--- src/rtl/psx_loader_pkg.sv ---
// Host download front end shared definitions
// File indices, region offsets and payload layouts for the loader
`default_nettype none

package psx_loader_pkg;

	// ========================================
	// Widths
	// ========================================

	// Host transfers 16-bit halfwords
	localparam int halfword_w = 16;
	// Main memory word
	localparam int word_w     = 32;
	// Byte address width of the download stream
	localparam int addr_w     = 27;

	// ========================================
	// Host file indices
	// ========================================

	localparam logic [7:0] idx_bios = 8'd0;
	localparam logic [7:0] idx_exe  = 8'd1;
	localparam logic [7:0] idx_code = 8'd255;

	// Region offsets in main memory
	localparam logic [addr_w-1:0] bios_base = 27'h0200000;
	localparam logic [addr_w-1:0] exe_base  = 27'h0400000;

	// Active download kind
	typedef enum logic [1:0] {
		kind_none = 2'd0,
		kind_bios = 2'd1,
		kind_exe  = 2'd2,
		kind_code = 2'd3
	} dl_kind_t;

	// ========================================
	// Payloads
	// ========================================

	// One memory write, byte enables are always full
	typedef struct packed {
		logic [addr_w-1:0] addr;
		logic [31:0]       data;
	} mem_wr_t;

	// Cheat record, most significant word first
	typedef struct packed {
		logic [31:0] flags;
		logic [31:0] address;
		logic [31:0] compare;
		logic [31:0] replace;
	} cheat_code_t;

endpackage

`default_nettype wire

--- src/rtl/download_decode.sv ---
// Download kind decoder
// Registers which file type the host is sending and derives the
// system reset request and the executable-end and cheat-start strobes
`default_nettype none

module download_decode (
	input  logic                     clk_1x,
	input  logic                     rst_n,
	input  logic                     ioctl_download,
	input  logic [7:0]               ioctl_index,
	output psx_loader_pkg::dl_kind_t kind,
	output logic                     sys_reset_req,
	output logic                     exe_load,
	output logic                     cheat_clear
);

	psx_loader_pkg::dl_kind_t kind_next;
	// Kind one cycle back, for edge detection
	psx_loader_pkg::dl_kind_t kind_prev;

	// ========================================
	// Index decode
	// ========================================

	always_comb begin
		kind_next = psx_loader_pkg::kind_none;
		if (ioctl_download) begin
			case (ioctl_index)
				psx_loader_pkg::idx_bios: kind_next = psx_loader_pkg::kind_bios;
				psx_loader_pkg::idx_exe:  kind_next = psx_loader_pkg::kind_exe;
				psx_loader_pkg::idx_code: kind_next = psx_loader_pkg::kind_code;
				// Other file types are not handled here
				default:                  kind_next = psx_loader_pkg::kind_none;
			endcase
		end
	end

	// ========================================
	// Kind register and strobes
	// ========================================

	always_ff @(posedge clk_1x) begin
		if (!rst_n) begin
			kind        <= psx_loader_pkg::kind_none;
			kind_prev   <= psx_loader_pkg::kind_none;
			exe_load    <= 1'b0;
			cheat_clear <= 1'b0;
		end else begin
			kind      <= kind_next;
			kind_prev <= kind;

			// Executable finished, start it
			exe_load <= (kind_prev == psx_loader_pkg::kind_exe) &&
				(kind != psx_loader_pkg::kind_exe);

			// New cheat list, drop the old codes
			cheat_clear <= (kind == psx_loader_pkg::kind_code) &&
				(kind_prev != psx_loader_pkg::kind_code);
		end
	end

	// Core held in reset while its memory image is rewritten
	assign sys_reset_req = (kind == psx_loader_pkg::kind_bios) ||
		(kind == psx_loader_pkg::kind_exe);

endmodule

`default_nettype wire

--- config.mk ---
export PLATFORM = sky130hd
export DESIGN_NAME = download_decode
export DESIGN_NICKNAME = d
export VERILOG_FILES = /design/src/rtl/psx_loader_pkg.sv /design/src/rtl/download_decode.sv
export SDC_FILE = /design/constraint.sdc
export NUM_CORES = 1
export LEC_CHECK = 0
export BUFFER_PORTS_ARGS = -buffer_cell sky130_fd_sc_hd__buf_2
export CAP_MARGIN = 10
export CORE_AREA = 4 4 41 43
export DETAILED_ROUTE_END_ITERATION = 8
export DIE_AREA = 0 0 45 47
export PLACE_DENSITY_LB_ADDON = 0.15
export SLEW_MARGIN = 20
export SYNTH_ARGS = -nofsm -noshare
export SYNTH_HDL_FRONTEND = slang
export SYNTH_SLANG_ARGS = --single-unit
--- constraint.sdc ---
create_clock -name clk_1x -period 1.02 [get_ports clk_1x]
set_clock_uncertainty 0.2 [all_clocks]
set_input_delay 0.153 -clock clk_1x [delete_from_list [all_inputs] [get_ports clk_1x]]
set_output_delay 0.153 -clock clk_1x [all_outputs]
set_load 0.01 [all_outputs]
After elaboration in Yosys (flattened, before gate mapping):

Index checks and enable logic that the tools add are counted.

* $add $sub $neg: 0
* $mul: 0
* div/mod/pow operators: 0
* $lt $le $gt $ge: 0
* eq/ne operators: 8
* shift-type cells: 0
* multiplexer cells: 1
* bitwise logic cells: 0
* reductions and logical operators: 5

Operators by type and width (number)
* 8-bit by 1-bit equality test with 1-bit output, second input constant: 1
* 8-bit equality test, second input constant: 1
* 8-bit zero test: 1
* 2-bit equality test, second input constant: 3
* 2-bit case mux with 3 select lines: 1
* 2-bit != test, second input constant: 2
* 2-bit by 1-bit equality test with 1-bit output, second input constant: 1
* 1-bit logical AND: 2
* 2-bit AND reduction: 1
* 1-bit logical OR: 1

* register bits: 6
* latch bits: 0
* memory bits (writable): 0
* bits in read-only memories: 0
* bits of input ports: 11
* output and inout port bits: 5
* logic and storage cells: 18
* memories kept: 0

Longest topological paths before layout:

Gate-level depths: netlist (run 1).

* word-level depth: 2
* mapped depth: 3
* gate-level depth less buffers: 3

Least setup slack after synthesis (run 1):

No wires, ideal clock.

* path kind: flip-flop to output port
* start: register kind[0]
* end: output sys_reset_req
* arrival: 0.805 ns
* data required time: 0.667 ns
* setup slack: -0.138 ns
* stages on the path, launching flop included: 4
* path through: dfxtp_1 > inv_1 > ha_1 > inv_1

* longest elaborated chain between the ends: 2
* elaborated cells on any way between the ends: 3

RTL lines
* start, declared: RTL line download_decode.sv:11 `output psx_loader_pkg::dl_kind_t kind,`
* start signal, assigned: RTL line download_decode.sv:44 `kind <= psx_loader_pkg::kind_none;`
* start signal, assigned: RTL line download_decode.sv:49 `kind <= kind_next;`
* 2-bit by 1-bit equality test with 1-bit output or 2-bit equality test (tied branches): RTL line download_decode.sv:63, download_decode.sv:64
* 1-bit logical OR (*): RTL line download_decode.sv:63 `assign sys_reset_req = (kind == psx_loader_pkg::kind_bios) ||`
* end, declared: RTL line download_decode.sv:12 `output logic sys_reset_req,`

Mark *: on every way between the ends. The rest lies on a longest branch, timed or not.

Worst setup path in the final report (run 1):

Ends and elaborated chain as after synthesis.

==> results of run 1 <==
-- placed cells by master (no fill, tap or decap), drive strengths merged --
cell and count:
buf 18, dfxtp 6, clkbuf 4, a21oi 3, inv 2, and2 2
nand4 2, ha 2, nand2 2, or2 1, nor4 1, nor3 1
nand3b 1, nand3 1, nor4bb 1, dlygate4sd3 1
-- report_power, final --
part	switching, W	total (W)	leakage [nW]	internal (W)
Clock	0.0000880	0.000236	0.0150	0.000148
Combinational	0.0000179	0.0000407	0.139	0.0000228
Sequential	0.000000241	0.000233	0.0507	0.000233
-- per-layer routing --
layer  vias up  GRT usage  routed length [um]
met5         -          0                   0
met1       122    0.05963                 220
met3         0    0.03448                  31
li1        135          -                   -
met4         0    0.03509                   0
met2         5     0.1525                 477
-- flip-flops by register name (all words and copies together) (netlist names) --
signal,count
kind_prev,2
kind,2
cheat_clear,1
exe_load,1
-- path summary, 6_finish.rpt --
check	slack [ns]	end
setup / recovery	-0.35	sys_reset_req
hold / removal	-0.02	kind[1]
setup reg to reg	-0.12	cheat_clear
hold reg to reg	0.25	cheat_clear
-- stage by stage --
stage / setup TNS (ns) / instance area (um2)
final: -0.9591 / 495.5
after global routing: -1.100 / 495.5
after CTS: -0.8303 / 437.9
after detailed placement: -0.4118 / 371.6
after global placement: -0.2537 / 371.6
after floorplan: -0.07196 / 262.8
-- cells by family after synthesis --
logic type               synth area share
AND/OR/NAND/NOR                    0.3198
AO/OA/AOI/OAI                     0.06090
flip-flops                         0.4873
adder cells (fa/ha/maj)            0.1015
buffers and inverters             0.03047
-- critical path: cells and delay by family (launching register included) --
| kind | cells | cell delay [ns] |
|---|---|---|
| adder cells (fa/ha/maj) | 1 | 0.25 |
| flip-flops | 1 | 0.34 |
| buffers and inverters | 3 | 0.18 |
-- repair_timing --
action                                  CTS  global route
endpoints found under the setup margin    7             8
buffers inserted                          1             1
gates resized for setup                   6            11
gates cloned                              0             0
pin swaps                                 2             0
endpoints found under the hold margin     5             2
-- cell type report --
| cell class | count | area share |
|---|---|---|
| Timing Repair Buffer | 19 | 0.2955 |
| Tap cell | 15 | 0.03788 |
| Sequential cell | 6 | 0.2576 |
| Clock buffer | 4 | 0.05303 |
| Inverter | 2 | 0.01515 |
| Multi-Input combinational cell | 17 | 0.3409 |
==> results.json, run 1 <==
{
  "grt_max_degree": 6,
  "slew_viol_final": 0,
  "synth_area_leaders": "dfxtp_1 (49%), ha_1 (10%), a21oi_1 (6.1%), and2_1 (5.1%), nand4_1 (5.1%)",
  "finalHoldViolations": 4,
  "total_leakage_power_nw": 0.2043,
  "cts_htree_levels": 1,
  "dpl_worst_slack_ns": -0.1089,
  "dieArea_um2": 2115,
  "synth_edf_count": 0,
  "synth_area_leader_cell": "dfxtp_1",
  "fin_crit_ns": 1.366,
  "critPathLaunch": "kind[0]",
  "r2r-start": "kind[0]",
  "async_reset_ff_frac": 0,
  "rows": 13,
  "min_path_cells": 3,
  "fill_cells": 133,
  "dr.pass1.iters": 2,
  "rsz0062_at_grt": "yes",
  "violations": "negative hold slack, negative setup slack",
  "final_layout_size_suffix_gt1_frac": 0.7292,
  "grt_usage": 0.07528,
  "synth_top_cells_by_count": "dfxtp_1 (6), a21oi_1 (3)",
  "ys_warn_count": 0,
  "cts_buffers": 3,
  "wl_per_cell_um": 11.56,
  "tritoncts": "done",
  "globalplace.congestion": 0.6184,
  "cp_slowest_stage_delay_ns": 0.34,
  "ir_drop_mv": 0.4394,
  "clock.fmax_mhz": 731.9,
  "routed_wl_um": 728,
  "worst_pin_slew_ns": 0.2533,
  "synthToLayoutAreaGrowth_pct": 101.0,
  "status": "finished, violations left",
  "final_util": 0.3808,
  "core_area_um2": 1301,
  "synthDistinctLibCells": 13,
  "crit_fanout": 2,
  "clockBufferDepth": 2,
  "synth_top_cell_area_share": 0.4873,
  "root_buffer": "clkbuf_4",
  "via_per_inst": 4.159,
  "clkTransAtPathRegs_ns": 0.05,
  "ios": 16,
  "postRouteAntennaNets": 0,
  "syn_avg_cell_area_um2": 9.859,
  "clock_sinks": 6,
  "finalPower_w": 0.0005099,
  "syn-num-nets": 38,
  "post-synth-top-count-cell": "dfxtp_1",
  "dp.cells": 57,
  "regArea_um2": 127.6,
  "start_kind": "flip-flop",
  "layout.nets": 62,
  "vias": 262,
  "drc": 0,
  "fin_crit_sh": 1.339,
  "grt_pass1_wl_um": 1076,
  "drv_cap": 0,
  "worstPathRequired_ns": 0.67,
  "grt_overflow": 0,
  "mappedNetlistArea_um2": 246.5,
  "setup_slack_ns": -0.3463,
  "die_h_um": 47,
  "critical_path.most_common_cell": "inv_2",
  "portBuffers": 15,
  "hp-class": "in -> reg",
  "power_density_nw_per_um2": 1029,
  "cp.arrival_ns": 1.01,
  "die_w_um": 45,
  "path_class": "reg -> out",
  "cp_slowest_cell": "dfxtp_4",
  "hp-start": "ioctl_index[0]",
  "holdWs_ns": -0.01511,
  "ys_ff_latch": 6,
  "num_antenna_cells": 0,
  "grt_pass1_vias": 284,
  "crit_chain": "inv_2 > ha_4 > inv_2 > buf_6",
  "drtIter0Drc": 2,
  "r2r_cells": 5,
  "synth_ff_type": "dfxtp_1",
  "start_util": 0.1894,
  "multiInputGateArea_um2": 168.9,
  "antenna_found_initial": 0,
  "holdBufCountCts": 1,
  "synthCells": 25,
  "setup_violations": 5,
  "slew_headroom": 0.8297,
  "seq_area_frac_synth": 0.4873,
  "endpoint_kind": "primary output",
  "final_cell_count_no_fill": 63,
  "clk-insertion-delay-late_ns": 0.25
}
Power figures use the tool's default switching activity.
==> run 2, diff against run 1 <==
--- a/config.mk
+++ b/config.mk
@@ -10,7 +10,7 @@
 export CORE_AREA = 4 4 41 43
 export DETAILED_ROUTE_END_ITERATION = 8
 export DIE_AREA = 0 0 45 47
-export PLACE_DENSITY_LB_ADDON = 0.15
+export SETUP_SLACK_MARGIN = 0.02
 export SLEW_MARGIN = 20
 export SYNTH_ARGS = -nofsm -noshare
 export SYNTH_HDL_FRONTEND = slang
==> results.json, run 2 (same netlist as run 1, synthesis figures left out) <==
{
  "final_common_cell": "buf_2",
  "final_util": 0.3654,
  "fin_crit_ns": 1.360,
  "globalplace.congestion": 0.6682,
  "layout.nets": 62,
  "rrSetupSlack_ns": -0.10,
  "r2r_cells": 5,
  "setup_violations": 5,
  "portBuffers": 15,
  "drv_cap": 0,
  "top_regs": "kind x2, kind_prev x2",
  "clkTransAtPathRegs_ns": 0.05,
  "die_h_um": 47,
  "rows": 13,
  "placed_area_um2": 371.6,
  "finalHoldViolations": 5,
  "pwr-share-seq": 0.452,
  "ios": 16,
  "clock_sinks": 6,
  "rsz0062_at_grt": "yes",
  "dieArea_um2": 2115,
  "final_layout_size_suffix_gt1_frac": 0.6875,
  "root_buffer": "clkbuf_4",
  "comb_power_share": 0.074,
  "total_leakage_power_nw": 0.2024,
  "setup_slack_ns": -0.3404,
  "drtIter0Drc": 1,
  "endpoint_kind": "primary output",
  "postRouteAntennaNets": 0,
  "path_class": "reg -> out",
  "worstPathRequired_ns": 0.67,
  "p_sw_frac": 0.2171,
  "p_int_w": 0.0004031,
  "power_density_nw_per_um2": 1083,
  "holdWs_ns": -0.02822,
  "slew_viol_final": 0,
  "tritoncts": "done",
  "die_w_um": 45,
  "grt_pass1_wl_um": 945,
  "vias": 260,
  "grt_overflow": 0,
  "cts_buffers": 3,
  "wl_per_cell_um": 10.14,
  "drc": 0,
  "p_sw_w": 0.0001118,
  "start_util": 0.1894,
  "status": "finished, violations left",
  "final_cell_mix": "buf_2 (11), buf_6 (6), clkbuf_4 (3), dfxtp_1 (3)",
  "clock.fmax_mhz": 735.1,
  "fin_crit_sh": 1.334,
  "clockBufferDepth": 2,
  "start_kind": "flip-flop",
  "synthToLayoutAreaGrowth_pct": 92.89,
  "timing.rr.end": "cheat_clear",
  "ir_drop_mv": 0.3073,
  "num_antenna_cells": 0,
  "grt_max_degree": 6,
  "cp.arrival_ns": 1.01,
  "worst_pin_slew_ns": 0.2493,
  "clock_power_share": 0.474,
  "via_per_inst": 4.127,
  "hp-class": "in -> reg",
  "grt_usage": 0.06968,
  "holdBufCountCts": 1,
  "grt_pass1_vias": 245,
  "crit_fanout": 2,
  "cts_htree_levels": 1,
  "cp-endpoint": "sys_reset_req",
  "dr.pass1.iters": 2,
  "clk-insertion-delay-late_ns": 0.25,
  "routed_wl_um": 639,
  "finish.instance_area_um2": 475.5,
  "dp.final_hpwl_um": 473.1,
  "antenna_found_initial": 0,
  "core_area_um2": 1301,
  "r2r-start": "kind[1]",
  "critPathLaunch": "kind[0]",
  "violations": "negative hold slack, negative setup slack",
  "slew_headroom": 0.8324
}
-- run 2: critical path, cell delays in order (launching register included) --
cell and delay [ns]:
dfxtp_4 0.34, inv_2 0.04, ha_4 0.25, inv_2 0.03, buf_6 0.10
-- run 2: per-stage QoR --
stage                     setup WS [ns]  power [W]  std cells  hold slack, ns  TNS [ns]
after global routing            -0.3803  0.0005477         63        -0.02907    -1.036
final                           -0.3404  0.0005148         63        -0.02822   -0.7921
after global placement         -0.09609  0.0002716         57          0.2059   -0.2829
after CTS                       -0.3572  0.0005318         64        -0.05140   -0.9799
after floorplan                -0.05341  0.0002446         25         0.07471  -0.07196
after detailed placement       -0.09086  0.0002716         57          0.2032   -0.3390
-- run 2: cell type report --
type                    instances  area (um2)
well taps                      15       18.77
fillers                       150       825.8
multi-input cells              17       156.4
flip-flops and latches          6       126.4
inverters                       2       7.507
clock buffers                   4       26.28
repair buffers                 19       140.1
-- run 2: power by group through the flow --
stage / combinational, W / clock [W] / sequential, W
CTS: 0.0000380 / 0.000261 / 0.000233
finish: 0.0000382 / 0.000244 / 0.000233
global route: 0.0000429 / 0.000272 / 0.000232
global placement: 0.0000342 / 0 / 0.000237
detailed placement: 0.0000342 / 0 / 0.000237
floorplan: 0.00000709 / 0 / 0.000238
-- run 2: worst min-delay path by stage --
| stage | cells past startpoint | end | startpoint |
|---|---|---|---|
| 5_1_grt | 3 | kind[1] | ioctl_index[0] |
| 3_5_place_dp | 3 | kind[0] | ioctl_download |
| 4_1_cts | 2 | kind_prev[1] | rst_n |
| 3_3_place_gp | 1 | cheat_clear | kind_prev[1] |
| 2_1_floorplan | 1 | kind_prev[1] | rst_n |
| 6_report | 3 | kind[1] | ioctl_index[0] |
-- run 2: per-layer routing --
layer	vias up	share of wire	GRT usage	routed length, um
met4	0	0	0.07018	0
met2	13	0.49	0.1073	311
li1	136	-	-	-
met1	111	0.40	0.05950	254
met3	0	0.11	0.04598	73
met5	-	0	0	0
-- run 2: what timing repair did --
item	in CTS	in global routing
pin swaps	3	1
setup endpoints to repair	7	9
resized for setup	7	8
setup buffers	2	1
endpoints found under the hold margin	6	5
==> run 3, diff against run 2 <==
--- a/config.mk
+++ b/config.mk
@@ -8,8 +8,10 @@
 export BUFFER_PORTS_ARGS = -buffer_cell sky130_fd_sc_hd__buf_2
 export CAP_MARGIN = 10
 export CORE_AREA = 4 4 41 43
+export CTS_BUF_LIST = sky130_fd_sc_hd__clkbuf_8
 export DETAILED_ROUTE_END_ITERATION = 8
 export DIE_AREA = 0 0 45 47
+export RECOVER_POWER = 25
 export SETUP_SLACK_MARGIN = 0.02
 export SLEW_MARGIN = 20
 export SYNTH_ARGS = -nofsm -noshare
==> results.json, run 3 (same netlist as run 1, synthesis figures left out) <==
{
  "clkTransAtPathRegs_ns": 0.04,
  "holdWs_ns": -0.03020,
  "drtIter0Drc": 3,
  "top_regs": "kind x2, kind_prev x2",
  "fill_cells": 146,
  "root_buffer": "clkbuf_8",
  "dp.final_hpwl_um": 473.1,
  "setup_slack_ns": -0.3122,
  "start_util": 0.1894,
  "final_common_cell": "buf_2",
  "path_class": "reg -> out",
  "wl_per_cell_um": 10.03,
  "pwr-share-seq": 0.366,
  "violations": "negative hold slack, negative setup slack",
  "cts_buffers": 3,
  "endpoint_kind": "primary output",
  "r2r-start": "kind[0]",
  "layout.nets": 60,
  "path_delay_family": "flip-flops",
  "rsz0062_at_grt": "yes",
  "min_path_cells": 3,
  "globalplace.congestion": 0.6682,
  "cp.arrival_ns": 0.98,
  "power_density_nw_per_um2": 1362,
  "final_cell_mix": "buf_2 (11), buf_6 (5), dfxtp_1 (4)",
  "met1Wirelength_um": 247,
  "ios": 16,
  "finish.instance_area_um2": 469.2,
  "worst_pin_slew_ns": 0.2493,
  "setup_violations": 5,
  "comb_power_share": 0.055,
  "p_sw_frac": 0.1989,
  "crit_fanout": 2,
  "rows": 13,
  "routed_wl_um": 612,
  "hp-class": "in -> reg",
  "crit_chain": "inv_2 > ha_4 > inv_2 > buf_6",
  "num_antenna_cells": 0,
  "cp_slowest_stage_delay_ns": 0.34,
  "slew_headroom": 0.8324,
  "clock_power_share": 0.580,
  "status": "finished, violations left",
  "postRouteAntennaNets": 0,
  "placed_area_um2": 371.6,
  "ir_drop_mv": 0.3913,
  "cp_slowest_cell": "dfxtp_4",
  "clockBufferDepth": 2,
  "total_leakage_power_nw": 0.2027,
  "highest_layer": "met4",
  "grt_pass1_wl_um": 924,
  "core_area_um2": 1301,
  "p_sw_w": 0.0001271,
  "clock_sinks": 6,
  "vias": 249,
  "portBuffers": 15,
  "finalHoldViolations": 4,
  "synthToLayoutAreaGrowth_pct": 90.36,
  "timing.rr.end": "exe_load",
  "finalPower_w": 0.0006390,
  "die_w_um": 45,
  "slew_viol_final": 0,
  "via_per_inst": 4.082,
  "start_kind": "flip-flop",
  "grt_pass1_vias": 236,
  "clock.fmax_mhz": 750.6,
  "cts_htree_levels": 1,
  "fin_crit_ns": 1.332,
  "path_buf_inv": 3,
  "tritoncts": "done",
  "p_int_w": 0.0005119,
  "die_h_um": 47,
  "drv_cap": 0,
  "grt_max_degree": 6,
  "met3_length_um": 80,
  "hp-start": "ioctl_download",
  "antenna_found_initial": 0,
  "drc": 0,
  "grt_usage": 0.07047,
  "wl_met2_um": 275,
  "dieArea_um2": 2115,
  "fin_tns_setup_ns": -0.6804,
  "r2r_cells": 3,
  "fin_crit_sh": 1.306,
  "critical_path.most_common_cell": "inv_2",
  "final_layout_size_suffix_gt1_frac": 0.6522,
  "dr.pass1.iters": 2,
  "clk-insertion-delay-late_ns": 0.22,
  "worstHoldEndpoint": "kind[0]",
  "worstPathRequired_ns": 0.67,
  "grt_overflow": 0,
  "rrSetupSlack_ns": -0.03
}
==> run 3: cell count changes in the layout (fill, tap and decap cells not counted), sizes merged <==
cell | before | now
buf | 18 | 17
dlygate4sd3 | 1 | 0
inv | 2 | 3
clkbuf | 4 | 3
==> run 3: how the worst max path moves through the flow <==
stage,startpoint,endpoint,cells after the start
final,kind[0],sys_reset_req,4
after detailed placement,ioctl_index[4],kind[0],4
after global placement,ioctl_index[4],kind[0],4
after floorplan,kind[1],sys_reset_req,2
after global routing,kind[0],sys_reset_req,4
after CTS,kind[0],sys_reset_req,4
==> run 3: metrics by stage <==
step,cells,utilization,setup WS (ns)
3_3_place_gp,57,0.2856,-0.09609
4_1_cts,62,0.3567,-0.3211
3_5_place_dp,57,0.2856,-0.09086
6_report,61,0.3606,-0.3122
2_1_floorplan,25,-,-0.05341
5_1_grt,61,0.3606,-0.3415
==> run 3: repair_timing <==
action,in CTS,in global routing
endpoints found under the setup margin,6,8
endpoints found under the hold margin,5,2
setup buffers,1,0
pin swaps,2,0
resized for setup,8,4
==> run 3: final cells by class <==
| class | count | area, um2 | area share |
|---|---|---|---|
| Clock inverter | 1 | 3.754 | 0.008000 |
| Sequential cell | 6 | 125.1 | 0.2667 |
| Timing Repair Buffer | 17 | 118.9 | 0.2533 |
| Clock buffer | 3 | 41.29 | 0.08800 |
| Inverter | 2 | 7.507 | 0.01600 |
| Multi-Input combinational cell | 17 | 153.9 | 0.3280 |
| Tap cell | 15 | 18.77 | 0.04000 |
==> run 3: worst min-delay path, delay by kind of cell <==
| kind | cells | cell delay, ns |
|---|---|---|
| buffers and inverters | 1 | 0.10 |
| AO/OA/AOI/OAI | 1 | 0.04 |
| AND/OR/NAND/NOR | 1 | 0.06 |
==> run 3: power groups by stage <==
| stage | clock network [W] | registers (W) | logic (W) |
|---|---|---|---|
| floorplan | 0 | 0.000238 | 0.00000709 |
| global placement | 0 | 0.000237 | 0.0000342 |
| detailed placement | 0 | 0.000237 | 0.0000342 |
| CTS | 0.000386 | 0.000234 | 0.0000350 |
| global route | 0.000400 | 0.000233 | 0.0000391 |
| finish | 0.000370 | 0.000234 | 0.0000350 |
==> run 3: per-layer routing <==
metal / GRT usage / vias up
li1: - / 131
met1: 0.05950 / 101
met2: 0.1017 / 15
met3: 0.04598 / 2
met4: 0.08772 / 0
met5: 0 / -
